$ cat src/hdl/loader_pkg.sv
// Shared widths, file indices and fixed addresses for the file loader.
// Modules refer to these by scoped names, loader_pkg::name.
`default_nettype none

package loader_pkg;

	// ========================================
	// Memory and data widths
	// ========================================
	localparam int ADDR_W = 25;

	typedef logic [ADDR_W-1:0] addr_t;
	typedef logic [7:0]        byte_t;

	// Host file indices
	localparam byte_t IDX_PRG = 8'd4;
	localparam byte_t IDX_CRT = 8'd5;

	// ========================================
	// Cartridge image layout
	// ========================================
	localparam addr_t CRT_BASE      = 25'h100000;
	// First chip packet follows the 64 byte file header
	localparam addr_t CRT_HDR_START = 25'h40;
	localparam logic [31:0] CRT_PKT_HDR_LEN = 32'd16;
	// Packet data starts on an 8 KB boundary
	localparam int BANK_ALIGN_W = 13;

	// Main RAM erase
	localparam logic [15:0] RAM_LAST     = 16'hFFFF;
	localparam int          ERASE_PACE_W = 5;

	// ========================================
	// BASIC pointer injection
	// ========================================
	// Zero page scan stops here
	localparam logic [8:0] INJ_LAST = 9'h100;
	// TXT pointer as left by reset
	localparam byte_t BASIC_TXT_LO = 8'h01;
	localparam byte_t BASIC_TXT_HI = 8'h08;

endpackage

`default_nettype wire

$ cat src/hdl/c64_loader_top.sv
// Loader top level. Connects the PRG loader, CRT parser and RAM eraser to
// the memory slot arbiter. Host stream in, memory writes out.
`timescale 1ns/10ps
`default_nettype none

module c64_loader_top (
	input  wire                    clk_sys,
	input  wire                    RESET,
	input  wire                    ioctl_download_i,
	input  wire loader_pkg::byte_t ioctl_index_i,
	input  wire                    ioctl_wr_i,
	input  wire loader_pkg::addr_t ioctl_addr_i,
	input  wire loader_pkg::byte_t ioctl_data_i,
	input  wire                    io_cycle_i,
	input  wire                    erase_start_i,
	output logic                   ioctl_wait_o,
	output logic                   mem_ce_o,
	output logic                   mem_we_o,
	output loader_pkg::addr_t      mem_addr_o,
	output loader_pkg::byte_t      mem_data_o,
	output logic [15:0]            cart_id_o,
	output loader_pkg::byte_t      cart_exrom_o,
	output loader_pkg::byte_t      cart_game_o,
	output loader_pkg::byte_t      bank_type_o,
	output logic [15:0]            bank_num_o,
	output logic [15:0]            bank_laddr_o,
	output logic [15:0]            bank_size_o,
	output logic                   bank_wr_o,
	output logic                   cart_attached_o,
	output logic                   inject_done_o,
	output logic                   erase_busy_o
);

	// Peer request sets
	logic              prg_req, prg_gnt;
	loader_pkg::addr_t prg_addr;
	loader_pkg::byte_t prg_data;
	logic              crt_req, crt_gnt;
	loader_pkg::addr_t crt_addr;
	loader_pkg::byte_t crt_data;
	logic              erase_req, erase_gnt;
	loader_pkg::addr_t erase_addr;
	loader_pkg::byte_t erase_data;

	prg_loader u_prg (
		.clk_sys(clk_sys), .RESET(RESET), .ioctl_download_i(ioctl_download_i),
		.ioctl_index_i(ioctl_index_i), .ioctl_wr_i(ioctl_wr_i),
		.ioctl_addr_i(ioctl_addr_i), .ioctl_data_i(ioctl_data_i), .gnt_i(prg_gnt),
		.req_o(prg_req), .addr_o(prg_addr), .data_o(prg_data),
		.inject_done_o(inject_done_o)
	);

	crt_parser u_crt (
		.clk_sys(clk_sys), .RESET(RESET), .ioctl_download_i(ioctl_download_i),
		.ioctl_index_i(ioctl_index_i), .ioctl_wr_i(ioctl_wr_i),
		.ioctl_addr_i(ioctl_addr_i), .ioctl_data_i(ioctl_data_i), .gnt_i(crt_gnt),
		.req_o(crt_req), .addr_o(crt_addr), .data_o(crt_data),
		.cart_id_o(cart_id_o), .cart_exrom_o(cart_exrom_o), .cart_game_o(cart_game_o),
		.bank_type_o(bank_type_o), .bank_num_o(bank_num_o), .bank_laddr_o(bank_laddr_o),
		.bank_size_o(bank_size_o), .bank_wr_o(bank_wr_o), .cart_attached_o(cart_attached_o)
	);

	ram_eraser u_erase (
		.clk_sys(clk_sys), .RESET(RESET), .start_i(erase_start_i), .gnt_i(erase_gnt),
		.req_o(erase_req), .addr_o(erase_addr), .data_o(erase_data), .busy_o(erase_busy_o)
	);

	mem_slot_arbiter u_arb (
		.clk_sys(clk_sys), .RESET(RESET), .io_cycle_i(io_cycle_i),
		.erase_req_i(erase_req), .erase_addr_i(erase_addr), .erase_data_i(erase_data),
		.erase_gnt_o(erase_gnt),
		.prg_req_i(prg_req), .prg_addr_i(prg_addr), .prg_data_i(prg_data),
		.prg_gnt_o(prg_gnt),
		.crt_req_i(crt_req), .crt_addr_i(crt_addr), .crt_data_i(crt_data),
		.crt_gnt_o(crt_gnt),
		.mem_ce_o(mem_ce_o), .mem_we_o(mem_we_o), .mem_addr_o(mem_addr_o),
		.mem_data_o(mem_data_o), .wait_o(ioctl_wait_o)
	);

endmodule

`default_nettype wire

$ cat src/hdl/crt_parser.sv
// CRT cartridge file parser. Latches the file header fields, walks the chip
// packets and reports each bank header with a one clock strobe. Packet data
// is requested for writing from the cartridge base, 8 KB aligned per packet.
`timescale 1ns/10ps
`default_nettype none

module crt_parser (
	input  wire                    clk_sys,
	input  wire                    RESET,
	input  wire                    ioctl_download_i,
	input  wire loader_pkg::byte_t ioctl_index_i,
	input  wire                    ioctl_wr_i,
	input  wire loader_pkg::addr_t ioctl_addr_i,
	input  wire loader_pkg::byte_t ioctl_data_i,
	input  wire                    gnt_i,
	output logic                   req_o,
	output loader_pkg::addr_t      addr_o,
	output loader_pkg::byte_t      data_o,
	output logic [15:0]            cart_id_o,
	output loader_pkg::byte_t      cart_exrom_o,
	output loader_pkg::byte_t      cart_game_o,
	output loader_pkg::byte_t      bank_type_o,
	output logic [15:0]            bank_num_o,
	output logic [15:0]            bank_laddr_o,
	output logic [15:0]            bank_size_o,
	output logic                   bank_wr_o,
	output logic                   cart_attached_o
);

	localparam int AW = loader_pkg::ADDR_W;
	localparam int BW = loader_pkg::BANK_ALIGN_W;

	logic              load_crt;
	logic              old_download;
	logic [3:0]        hdr_cnt;
	logic [31:0]       blk_len;
	loader_pkg::addr_t wr_addr;

	assign load_crt = (ioctl_index_i == loader_pkg::IDX_CRT);

	always_ff @(posedge clk_sys) begin
		old_download <= ioctl_download_i;
		bank_wr_o    <= 1'b0;

		if (gnt_i)
			req_o <= 1'b0;

		if (ioctl_wr_i && ioctl_download_i && load_crt) begin
			if (ioctl_addr_i == loader_pkg::addr_t'(0)) begin
				wr_addr <= loader_pkg::CRT_BASE;
				blk_len <= '0;
				hdr_cnt <= '0;
			end

			// ========================================
			// File header, id is big endian
			// ========================================
			if (ioctl_addr_i == loader_pkg::addr_t'('h16)) cart_id_o[15:8] <= ioctl_data_i;
			if (ioctl_addr_i == loader_pkg::addr_t'('h17)) cart_id_o[7:0]  <= ioctl_data_i;
			if (ioctl_addr_i == loader_pkg::addr_t'('h18)) cart_exrom_o    <= ioctl_data_i;
			if (ioctl_addr_i == loader_pkg::addr_t'('h19)) cart_game_o     <= ioctl_data_i;

			// ========================================
			// Chip packets
			// ========================================
			if (ioctl_addr_i >= loader_pkg::CRT_HDR_START) begin
				if (blk_len == '0 && hdr_cnt == '0) begin
					// First byte of a packet header
					hdr_cnt <= 4'd1;
					if (wr_addr[BW-1:0] != '0) begin
						wr_addr[BW-1:0]    <= '0;
						wr_addr[AW-1:BW]   <= wr_addr[AW-1:BW] + 1'b1;
					end
				end else if (hdr_cnt != '0) begin
					// Wraps to zero after the last header byte
					hdr_cnt <= hdr_cnt + 1'b1;
					case (hdr_cnt)
						4'd4:  blk_len[31:24]     <= ioctl_data_i;
						4'd5:  blk_len[23:16]     <= ioctl_data_i;
						4'd6:  blk_len[15:8]      <= ioctl_data_i;
						4'd7:  blk_len[7:0]       <= ioctl_data_i;
						// Packet length includes its own header
						4'd8:  blk_len            <= blk_len - loader_pkg::CRT_PKT_HDR_LEN;
						4'd9:  bank_type_o        <= ioctl_data_i;
						4'd10: bank_num_o[15:8]   <= ioctl_data_i;
						4'd11: bank_num_o[7:0]    <= ioctl_data_i;
						4'd12: bank_laddr_o[15:8] <= ioctl_data_i;
						4'd13: bank_laddr_o[7:0]  <= ioctl_data_i;
						4'd14: bank_size_o[15:8]  <= ioctl_data_i;
						4'd15: begin
							bank_size_o[7:0] <= ioctl_data_i;
							bank_wr_o        <= 1'b1;
						end
						default: begin
							// Signature bytes are not checked
						end
					endcase
				end else begin
					blk_len <= blk_len - 1'b1;
					req_o   <= 1'b1;
					addr_o  <= wr_addr;
					data_o  <= ioctl_data_i;
					wr_addr <= wr_addr + 1'b1;
				end
			end
		end

		// Attached once the download ends, detached when a new one starts
		if (old_download != ioctl_download_i && load_crt)
			cart_attached_o <= old_download;

		if (RESET) begin
			req_o           <= 1'b0;
			bank_wr_o       <= 1'b0;
			cart_attached_o <= 1'b0;
			old_download    <= 1'b0;
			hdr_cnt         <= '0;
			blk_len         <= '0;
		end
	end

endmodule

`default_nettype wire

$ cat src/hdl/mem_slot_arbiter.sv
// Memory slot arbiter. Picks one pending peer request by fixed priority,
// eraser, then PRG, then CRT, and issues it as a write in the next free
// window of the computer core. wait_o holds the host stream back.
`timescale 1ns/10ps
`default_nettype none

module mem_slot_arbiter (
	input  wire                    clk_sys,
	input  wire                    RESET,
	input  wire                    io_cycle_i,
	input  wire                    erase_req_i,
	input  wire loader_pkg::addr_t erase_addr_i,
	input  wire loader_pkg::byte_t erase_data_i,
	output logic                   erase_gnt_o,
	input  wire                    prg_req_i,
	input  wire loader_pkg::addr_t prg_addr_i,
	input  wire loader_pkg::byte_t prg_data_i,
	output logic                   prg_gnt_o,
	input  wire                    crt_req_i,
	input  wire loader_pkg::addr_t crt_addr_i,
	input  wire loader_pkg::byte_t crt_data_i,
	output logic                   crt_gnt_o,
	output logic                   mem_ce_o,
	output logic                   mem_we_o,
	output loader_pkg::addr_t      mem_addr_o,
	output loader_pkg::byte_t      mem_data_o,
	output logic                   wait_o
);

	logic              io_cycle_d;
	logic              win_fall;
	logic              win_high;
	logic [2:0]        pick;
	loader_pkg::addr_t sel_addr;
	loader_pkg::byte_t sel_data;

	assign win_fall = ~io_cycle_i & io_cycle_d;
	assign win_high = io_cycle_i & io_cycle_d;

	// Host must pause while a stream byte is still waiting for memory
	assign wait_o = prg_req_i | crt_req_i;

	// ========================================
	// Fixed priority pick
	// ========================================
	always_comb begin
		pick     = 3'b000;
		sel_addr = crt_addr_i;
		sel_data = crt_data_i;
		if (erase_req_i) begin
			pick     = 3'b001;
			sel_addr = erase_addr_i;
			sel_data = erase_data_i;
		end else if (prg_req_i) begin
			pick     = 3'b010;
			sel_addr = prg_addr_i;
			sel_data = prg_data_i;
		end else if (crt_req_i) begin
			pick     = 3'b100;
		end
	end

	// ========================================
	// Window tracking and write issue
	// ========================================
	always_ff @(posedge clk_sys) begin
		io_cycle_d <= io_cycle_i;
		{crt_gnt_o, prg_gnt_o, erase_gnt_o} <= 3'b000;

		if (win_fall && pick != 3'b000) begin
			{crt_gnt_o, prg_gnt_o, erase_gnt_o} <= pick;
			mem_ce_o   <= 1'b1;
			mem_we_o   <= 1'b1;
			mem_addr_o <= sel_addr;
			mem_data_o <= sel_data;
		end

		// Window reopened, the write has been taken
		if (win_high) begin
			mem_ce_o <= 1'b0;
			mem_we_o <= 1'b0;
		end

		if (RESET) begin
			io_cycle_d <= 1'b0;
			mem_ce_o   <= 1'b0;
			mem_we_o   <= 1'b0;
			{crt_gnt_o, prg_gnt_o, erase_gnt_o} <= 3'b000;
		end
	end

endmodule

`default_nettype wire

$ cat src/hdl/prg_loader.sv
// PRG file loader. Takes the load address from the first two bytes of the
// host stream and requests one memory write per following byte. After the
// download it walks the zero page and patches the BASIC pointers.
`timescale 1ns/10ps
`default_nettype none

module prg_loader (
	input  wire                    clk_sys,
	input  wire                    RESET,
	input  wire                    ioctl_download_i,
	input  wire loader_pkg::byte_t ioctl_index_i,
	input  wire                    ioctl_wr_i,
	input  wire loader_pkg::addr_t ioctl_addr_i,
	input  wire loader_pkg::byte_t ioctl_data_i,
	input  wire                    gnt_i,
	output logic                   req_o,
	output loader_pkg::addr_t      addr_o,
	output loader_pkg::byte_t      data_o,
	output logic                   inject_done_o
);

	logic              load_prg;
	logic              old_download;
	logic              inj_active;
	logic [8:0]        inj_addr;
	logic [15:0]       inj_end;
	loader_pkg::addr_t load_addr;

	assign load_prg = (ioctl_index_i == loader_pkg::IDX_PRG);

	always_ff @(posedge clk_sys) begin
		old_download  <= ioctl_download_i;
		inject_done_o <= 1'b0;

		// Request is held until the arbiter grants it
		if (gnt_i)
			req_o <= 1'b0;

		// ========================================
		// Header capture and data bytes
		// ========================================
		if (ioctl_wr_i && ioctl_download_i && load_prg) begin
			if (ioctl_addr_i == loader_pkg::addr_t'(0)) begin
				load_addr <= loader_pkg::addr_t'(ioctl_data_i);
				inj_end[7:0] <= ioctl_data_i;
			end else if (ioctl_addr_i == loader_pkg::addr_t'(1)) begin
				load_addr[15:8] <= ioctl_data_i;
				inj_end[15:8] <= ioctl_data_i;
			end else begin
				req_o     <= 1'b1;
				addr_o    <= load_addr;
				data_o    <= ioctl_data_i;
				load_addr <= load_addr + 1'b1;
				// End pointer follows the last byte written
				inj_end   <= inj_end + 1'b1;
			end
		end

		// ========================================
		// Zero page pointer injection
		// ========================================
		if (old_download && !ioctl_download_i && load_prg) begin
			inj_active <= 1'b1;
			inj_addr   <= '0;
		end else if (inj_active && !req_o) begin
			if (inj_addr == loader_pkg::INJ_LAST) begin
				inj_active    <= 1'b0;
				inject_done_o <= 1'b1;
			end else begin
				inj_addr <= inj_addr + 1'b1;
				addr_o   <= loader_pkg::addr_t'(inj_addr);
				case (inj_addr)
					// TXT start, same as after reset
					9'h02B: begin
						req_o  <= 1'b1;
						data_o <= loader_pkg::BASIC_TXT_LO;
					end
					9'h02C: begin
						req_o  <= 1'b1;
						data_o <= loader_pkg::BASIC_TXT_HI;
					end
					// SAVE start cleared
					9'h0AC, 9'h0AD: begin
						req_o  <= 1'b1;
						data_o <= 8'h00;
					end
					// VAR, ARY, STR and LOAD end all point past the program
					9'h02D, 9'h02F, 9'h031, 9'h0AE: begin
						req_o  <= 1'b1;
						data_o <= inj_end[7:0];
					end
					9'h02E, 9'h030, 9'h032, 9'h0AF: begin
						req_o  <= 1'b1;
						data_o <= inj_end[15:8];
					end
					default: begin
						// Other zero page bytes keep their contents
					end
				endcase
			end
		end

		if (RESET) begin
			req_o         <= 1'b0;
			inject_done_o <= 1'b0;
			inj_active    <= 1'b0;
			old_download  <= 1'b0;
		end
	end

endmodule

`default_nettype wire

$ cat src/hdl/ram_eraser.sv
// Main RAM eraser. Fills the 64 KB RAM with the power-on stripe pattern,
// 0xFF where address bit 6 is set and 0x00 elsewhere, paced to one write
// request per 32 clocks at most.
`timescale 1ns/10ps
`default_nettype none

module ram_eraser (
	input  wire               clk_sys,
	input  wire               RESET,
	input  wire               start_i,
	input  wire               gnt_i,
	output logic              req_o,
	output loader_pkg::addr_t addr_o,
	output loader_pkg::byte_t data_o,
	output logic              busy_o
);

	logic [loader_pkg::ERASE_PACE_W-1:0] pace;
	logic [15:0]                         erase_addr;

	always_ff @(posedge clk_sys) begin
		if (start_i) begin
			busy_o     <= 1'b1;
			req_o      <= 1'b0;
			erase_addr <= '0;
			pace       <= '0;
		end else if (busy_o) begin
			if (gnt_i) begin
				req_o <= 1'b0;
				if (erase_addr == loader_pkg::RAM_LAST)
					busy_o <= 1'b0;
				else
					erase_addr <= erase_addr + 1'b1;
			end else if (!req_o) begin
				// Pacing runs only between requests
				pace <= pace + 1'b1;
				if (&pace) begin
					req_o  <= 1'b1;
					addr_o <= loader_pkg::addr_t'(erase_addr);
					data_o <= {8{erase_addr[6]}};
				end
			end
		end

		if (RESET) begin
			busy_o <= 1'b0;
			req_o  <= 1'b0;
			pace   <= '0;
		end
	end

endmodule

`default_nettype wire

$ cat config.mk
export PLATFORM = sky130hd
export DESIGN_NAME = c64_loader_top
export DESIGN_NICKNAME = d
export VERILOG_FILES = /design/src/hdl/loader_pkg.sv /design/src/hdl/c64_loader_top.sv /design/src/hdl/crt_parser.sv /design/src/hdl/mem_slot_arbiter.sv /design/src/hdl/prg_loader.sv /design/src/hdl/ram_eraser.sv
export SDC_FILE = /design/constraint.sdc
export NUM_CORES = 1
export LEC_CHECK = 0
export BUFFER_PORTS_ARGS = -buffer_cell sky130_fd_sc_hd__buf_2
export CORE_ASPECT_RATIO = 1.25
export CORE_MARGIN = 2
export CORE_UTILIZATION = 30
export CTS_CLUSTER_DIAMETER = 50
export DETAILED_ROUTE_END_ITERATION = 10
export GPL_ROUTABILITY_DRIVEN = 0
export RECOVER_POWER = 50
export SYNTH_ARGS = -nofsm -noshare
export SYNTH_HDL_FRONTEND = slang
export SYNTH_SLANG_ARGS = --single-unit
$ cat constraint.sdc
create_clock -name clk_sys -period 10.66 [get_ports clk_sys]
set_input_delay 1.599 -clock clk_sys [delete_from_list [all_inputs] [get_ports clk_sys]]
set_output_delay 1.599 -clock clk_sys [all_outputs]
set_load 0.02 [all_outputs]
; Word-level counts from Yosys, hierarchy flattened
; Index checks and enable logic that the tools add are counted.
[classes]
n_addsub = 10
magnitude_cmp = 1
n_eq_ne = 35
mux = 69
n_bitwise = 16
reduce_logical = 48
[op_table]
columns = cell, n
row1 = $mux W25, 12
row2 = $mux W32, 4
row3 = $mux W8, 14
row4 = $eq A25 B5 Y1 const B, 4
row5 = $eq A9 B6 Y1 const B, 8
row6 = $pmux W8 S2, 4
row7 = $add A25 B1 Y25 const B, 2
row8 = $pmux W8 S5, 1
row9 = $reduce_and A5 Y1, 8
row10 = $eq A9 B8 Y1 const B, 4
row11 = $add A16 B1 Y16 const B, 2
row12 = $eq A4 B4 Y1 const B, 8
row13 = $logic_not A32 Y1, 1
row14 = $sub A32 B1 Y32 const B, 1
row15 = $sub A32 B5 Y32 const B, 1
row16 = $eq A25 B1 Y1 const B, 1
row17 = $ge A25 B7 Y1 const B, 1
row18 = $logic_not A25 Y1, 1
row19 = $mux W1, 25
row20 = $eq A16 B16 Y1 const B, 1
row21 = $eq A4 B3 Y1 const B, 4
row22 = $eq A8 B3 Y1 const B, 2
row23 = $mux W16, 1
row24 = $mux W4, 4
row25 = 28 further kinds, 65
[word_totals]
regBits = 350
in_bits = 47

; Depth between registers and ports, before layout
[depth]
depth_word = 8
mapped_depth = 11
depth_no_buf = 8

; Modules after synthesis
; A second synthesis with hierarchy kept.
[unflattened]
cells_unflattened = 1576
hier_area_um2 = 16823.6
[modules_own_cells]
columns = module, instances, cells_each, area_each_um2, seq_area_each_um2
row1 = crt_parser, 1, 774, 8684.6, 5185.0
row2 = prg_loader, 1, 475, 4491.8, 2152.1
row3 = mem_slot_arbiter, 1, 162, 1885.6, 1091.0
row4 = ram_eraser, 1, 165, 1761.7, 940.9

; Worst setup path before layout
; Ideal clock, no wire load.
[synth_path]
kind = input to register
start = input port ioctl_index_i[5]
end = register u_crt.addr_o[0] (enable)
t_arrival_ps = 4399
t_required_ps = 10235
setup_slack_ps = 5837
stages = 5
n_path_buf = 0
path_cell_list = or4_1 > or3_1 > inv_1 > o21ai_0 > nor2_1
[synth_between]
elab_chain_len = 3
[synth_rtl]
columns = element, line_no
row1 = start: declaration, c64_loader_top.sv:10  ; input wire loader_pkg::byte_t ioctl_index_i,
row2 = $eq A8 B3 Y1, crt_parser.sv:39  ; assign load_crt = (ioctl_index_i == loader_pkg::IDX_CRT);
row3 = $logic_and A1 B1 Y1, crt_parser.sv:48  ; if (ioctl_wr_i && ioctl_download_i && load_crt) begin
row4 = $reduce_and A4 Y1 (no source line), --
row5 = end signal: assignment, crt_parser.sv:101  ; addr_o <= wr_addr;
row6 = end: declaration, crt_parser.sv:17  ; output loader_pkg::addr_t addr_o,
; Every way passes these cells.
; A chain may end at the register's enable or synchronous reset.

; Worst setup path in the final report
[layout_path]
start = register u_prg.req_o
end = register u_arb.mem_addr_o[13] (enable)
[layout_between]
elab_chain_len = 4
[layout_rtl]
columns = element, line_no
row1 = start: declaration, prg_loader.sv:16  ; output logic req_o,
row2 = start signal: assignment, prg_loader.sv:37  ; req_o <= 1'b0;
row3 = start signal: assignment, prg_loader.sv:50  ; req_o <= 1'b1;
row4 = start signal: assignment, prg_loader.sv:75  ; req_o <= 1'b1;
row5 = $mux W3, mem_slot_arbiter.sv:54  ; end else if (prg_req_i) begin
row6 = $mux W3, mem_slot_arbiter.sv:50  ; if (erase_req_i) begin
row7 = $reduce_bool A3 Y1, mem_slot_arbiter.sv:70  ; if (win_fall && pick != 3'b000) begin
row8 = $logic_and A1 B1 Y1, mem_slot_arbiter.sv:70
row9 = end signal: assignment, mem_slot_arbiter.sv:74  ; mem_addr_o <= sel_addr;
row10 = end: declaration, mem_slot_arbiter.sv:25  ; output loader_pkg::addr_t mem_addr_o,
; Every way passes these cells.

==> results.cfg <==
[clock_tree]
cts-root-buf = clkbuf_16
cts_tree = built
cts_resized = 0
clock-sinks = 349
cts_setup_buffers = 0
cts_buffers = 42
clkLatencyLatePin_ns = 0.58
clk_path_buf_depth = 3
hold_buffers = 0
htreeDepth = 2
clkTransAtPathRegs_ns = 0.06

[timing]
finalCritPeriodShare_pct = 46.8
hold_viol = 0
drv_slew = 229
rsz0062_at_grt = false
setup_tns_ns = 0
worst_slew_pin_slew_ns = 2.40
skew_ns = 0.0294
max_freq_mhz = 200
setup_viol = 0
maxSlewHeadroom_pct = -59.9
finalCriticalPeriod_ns = 4.99

[logic_synthesis]
yosys.area.top_type = edfxtp_1
syn_area_mm2 = 0.0164
yosysUniqueCellTypes = 74
synth_edf_count = 236
async_flop_share_pct = 0
synth-seq-cells = 349
yosys_warnings = 0
netlist.area_leader.share_pct = 43.3
yosysMostFrequentCell = edfxtp_1
synthTopCellsByArea = edfxtp_1 43%, dfxtp_1 14%, nand2_1 3.7%
ys_top_cells_by_count = 236 x edfxtp_1, 163 x nand2_1, 135 x nor2_1, 113 x dfxtp_1, 92 x a21oi_1
synth-main-ff-cell = edfxtp_1
syn_nets = 1617
syn_inst = 1551
yosysSeqAreaShare_pct = 57.2
avgSynthCellArea_um2 = 10.5

[run_status]
violations = max-capacitance violations, max-slew violations
status = complete, but fails checks

[setup_path]
cp-start-kind = flop
required_ns = 10.90
cp-end-kind = flop
critPathKind = reg2reg
cp.arrival_ns = 5.23
cp_max_fo = 33

[die]
die-width_um = 213
start_util_pct = 30.4
core_area_mm2 = 0.0538
ioPinCount = 175
die_y_um = 265
row_count = 95
die_area_mm2 = 0.0564

[global_routing]
grt_max_degree = 56
overflow = 0
grtUsageTotal_pct = 16.8
first_global_vias = 12488
grt_pass1_wl_um = 73400
antenna_found_initial = 0

[pwr]
p_leak_nw = 6.52
power_density_mw_per_mm2 = 156
ir_drop_v = 0.000124

[detailed_routing]
drc = 0
first_pass_iters = 6
wl_um = 48300
drt_first_iter_violations = 1282
antenna_left = 0
viasPerCell = 5.26
routedWlPerCell_um = 19.6
vias = 12959

[final_layout]
final_area_mm2 = 0.0193
drive_gt1_share_pct = 8.88
nFillCells = 5384
nets = 1767
insertedDiodeCount = 0
areaGrowthSynthToFinish_pct = 17.7

[place]
hpwlAfterDp_um = 33400
dpl_cell_area_mm2 = 0.0180
portBuffers = 174

[worst_hold_path]
hp-class = reg2reg

[flow_run]
maxCapViolations = 9
-- layer usage --
| layer | up-vias | wire, um | GRT usage, % | share of wire, % |
|---|---|---|---|---|
| li1 | 6085 | - | - | - |
| met1 | 6239 | 19400 | 20.6 | 40 |
| met2 | 510 | 24300 | 29.1 | 50 |
| met3 | 125 | 2840 | 2.86 | 5.9 |
| met4 | 0 | 1740 | 6.94 | 3.6 |
| met5 | - | 0 | 0 | 0 |
-- path summary, 6_finish.rpt --
kind	cells after the start	slack, ns	end	from
worst max-delay path	4	5.67	u_arb.mem_addr_o[13]	u_prg.req_o
worst min register to register	1	0.44	u_arb.mem_ce_o	u_arb.io_cycle_d
worst max register to register	4	5.67	u_arb.mem_addr_o[13]	u_prg.req_o
worst min-delay path	1	0.44	u_arb.mem_ce_o	u_arb.io_cycle_d
-- worst max-delay path, cell delays in order (launching register included) --
cell      delay (ns)
dfxtp_1         1.01
clkbuf_1        1.26
nor3_1          0.11
nor3b_1         1.68
buf_4           0.56
-- registers in the layout, indices dropped and copies added, names as in the netlist, 25 cells and up --
name	flops
u_prg.addr_o	25
u_crt.blk_len	32
u_prg.load_addr	25
u_arb.mem_addr_o	25
u_crt.addr_o	25
u_crt.wr_addr	25
-- cell type report --
| type | instances | area (um^2) | area share (%) |
|---|---|---|---|
| clock buffers | 57 | 1180 | 6.13 |
| clock inverters | 21 | 259 | 1.34 |
| inverters | 32 | 120 | 0.624 |
| multi-input cells | 1075 | 6560 | 34.1 |
| flip-flops and latches | 349 | 9350 | 48.5 |
| well taps | 727 | 910 | 4.72 |
| repair buffers | 201 | 881 | 4.57 |
-- placed cells by master (no fill, tap or decap), types with 9 or more instances in the layout --
master	Yosys	final
nand3_1	55	55
clkbuf_1	78	149
xor2_1	31	31
and4_1	10	10
ha_1	19	19
dfxtp_1	113	112
a31oi_1	25	25
a22oi_1	13	13
nand2b_1	9	9
a211oi_1	16	16
clkbuf_16	0	44
o21ai_0	91	91
nor2_1	135	133
buf_4	1	20
mux2i_1	56	56
inv_1	30	30
or3_1	20	20
buf_2	7	41
nor2b_1	20	19
nand2_1	163	163
and3_1	22	22
a21oi_1	92	92
or4_1	19	19
nand4_1	27	27
nor3_1	38	37
edfxtp_1	236	236
nor4_1	31	28
xnor2_1	41	41
-- cell families (layout without fill, tap and decap cells) --
kind of cell             Yosys count  after routing  share of synthesized area [%]
AND/OR/NAND/NOR                  595            595                           18.3
flip-flops                       349            349                           57.2
AO/OA/AOI/OAI                    333            333                           12.8
buffers and inverters            127            311                           3.00
XOR/XNOR                          72             72                           3.86
multiplexers                      56             56                           3.43
adder cells (fa/ha/maj)           19             19                           1.45
-- power by group --
part	switching [W]	leakage, nW	internal (W)
Clock	0.000607	0.703	0.000869
Combinational	0.0000457	2.77	0.0000221
Sequential	0.0000152	3.05	0.00145
-- per-stage QoR --
stage | utilization, % | worst slack (ns) | hold slack (ns) | std cells | total power [W]
after global routing | 35.8 | 5.36 | 0.464 | 2462 | 0.00308
after global placement | 33.5 | 6.05 | 0.429 | 2384 | 0.00156
after CTS | 36.1 | 6.60 | 0.432 | 2462 | 0.00303
after floorplan | - | 5.84 | 0.404 | 1551 | 0.00152
final | 35.8 | 5.67 | 0.442 | 2462 | 0.00301
after detailed placement | 33.5 | 6.01 | 0.426 | 2384 | 0.00156
(Power assumes the default switching activity.)
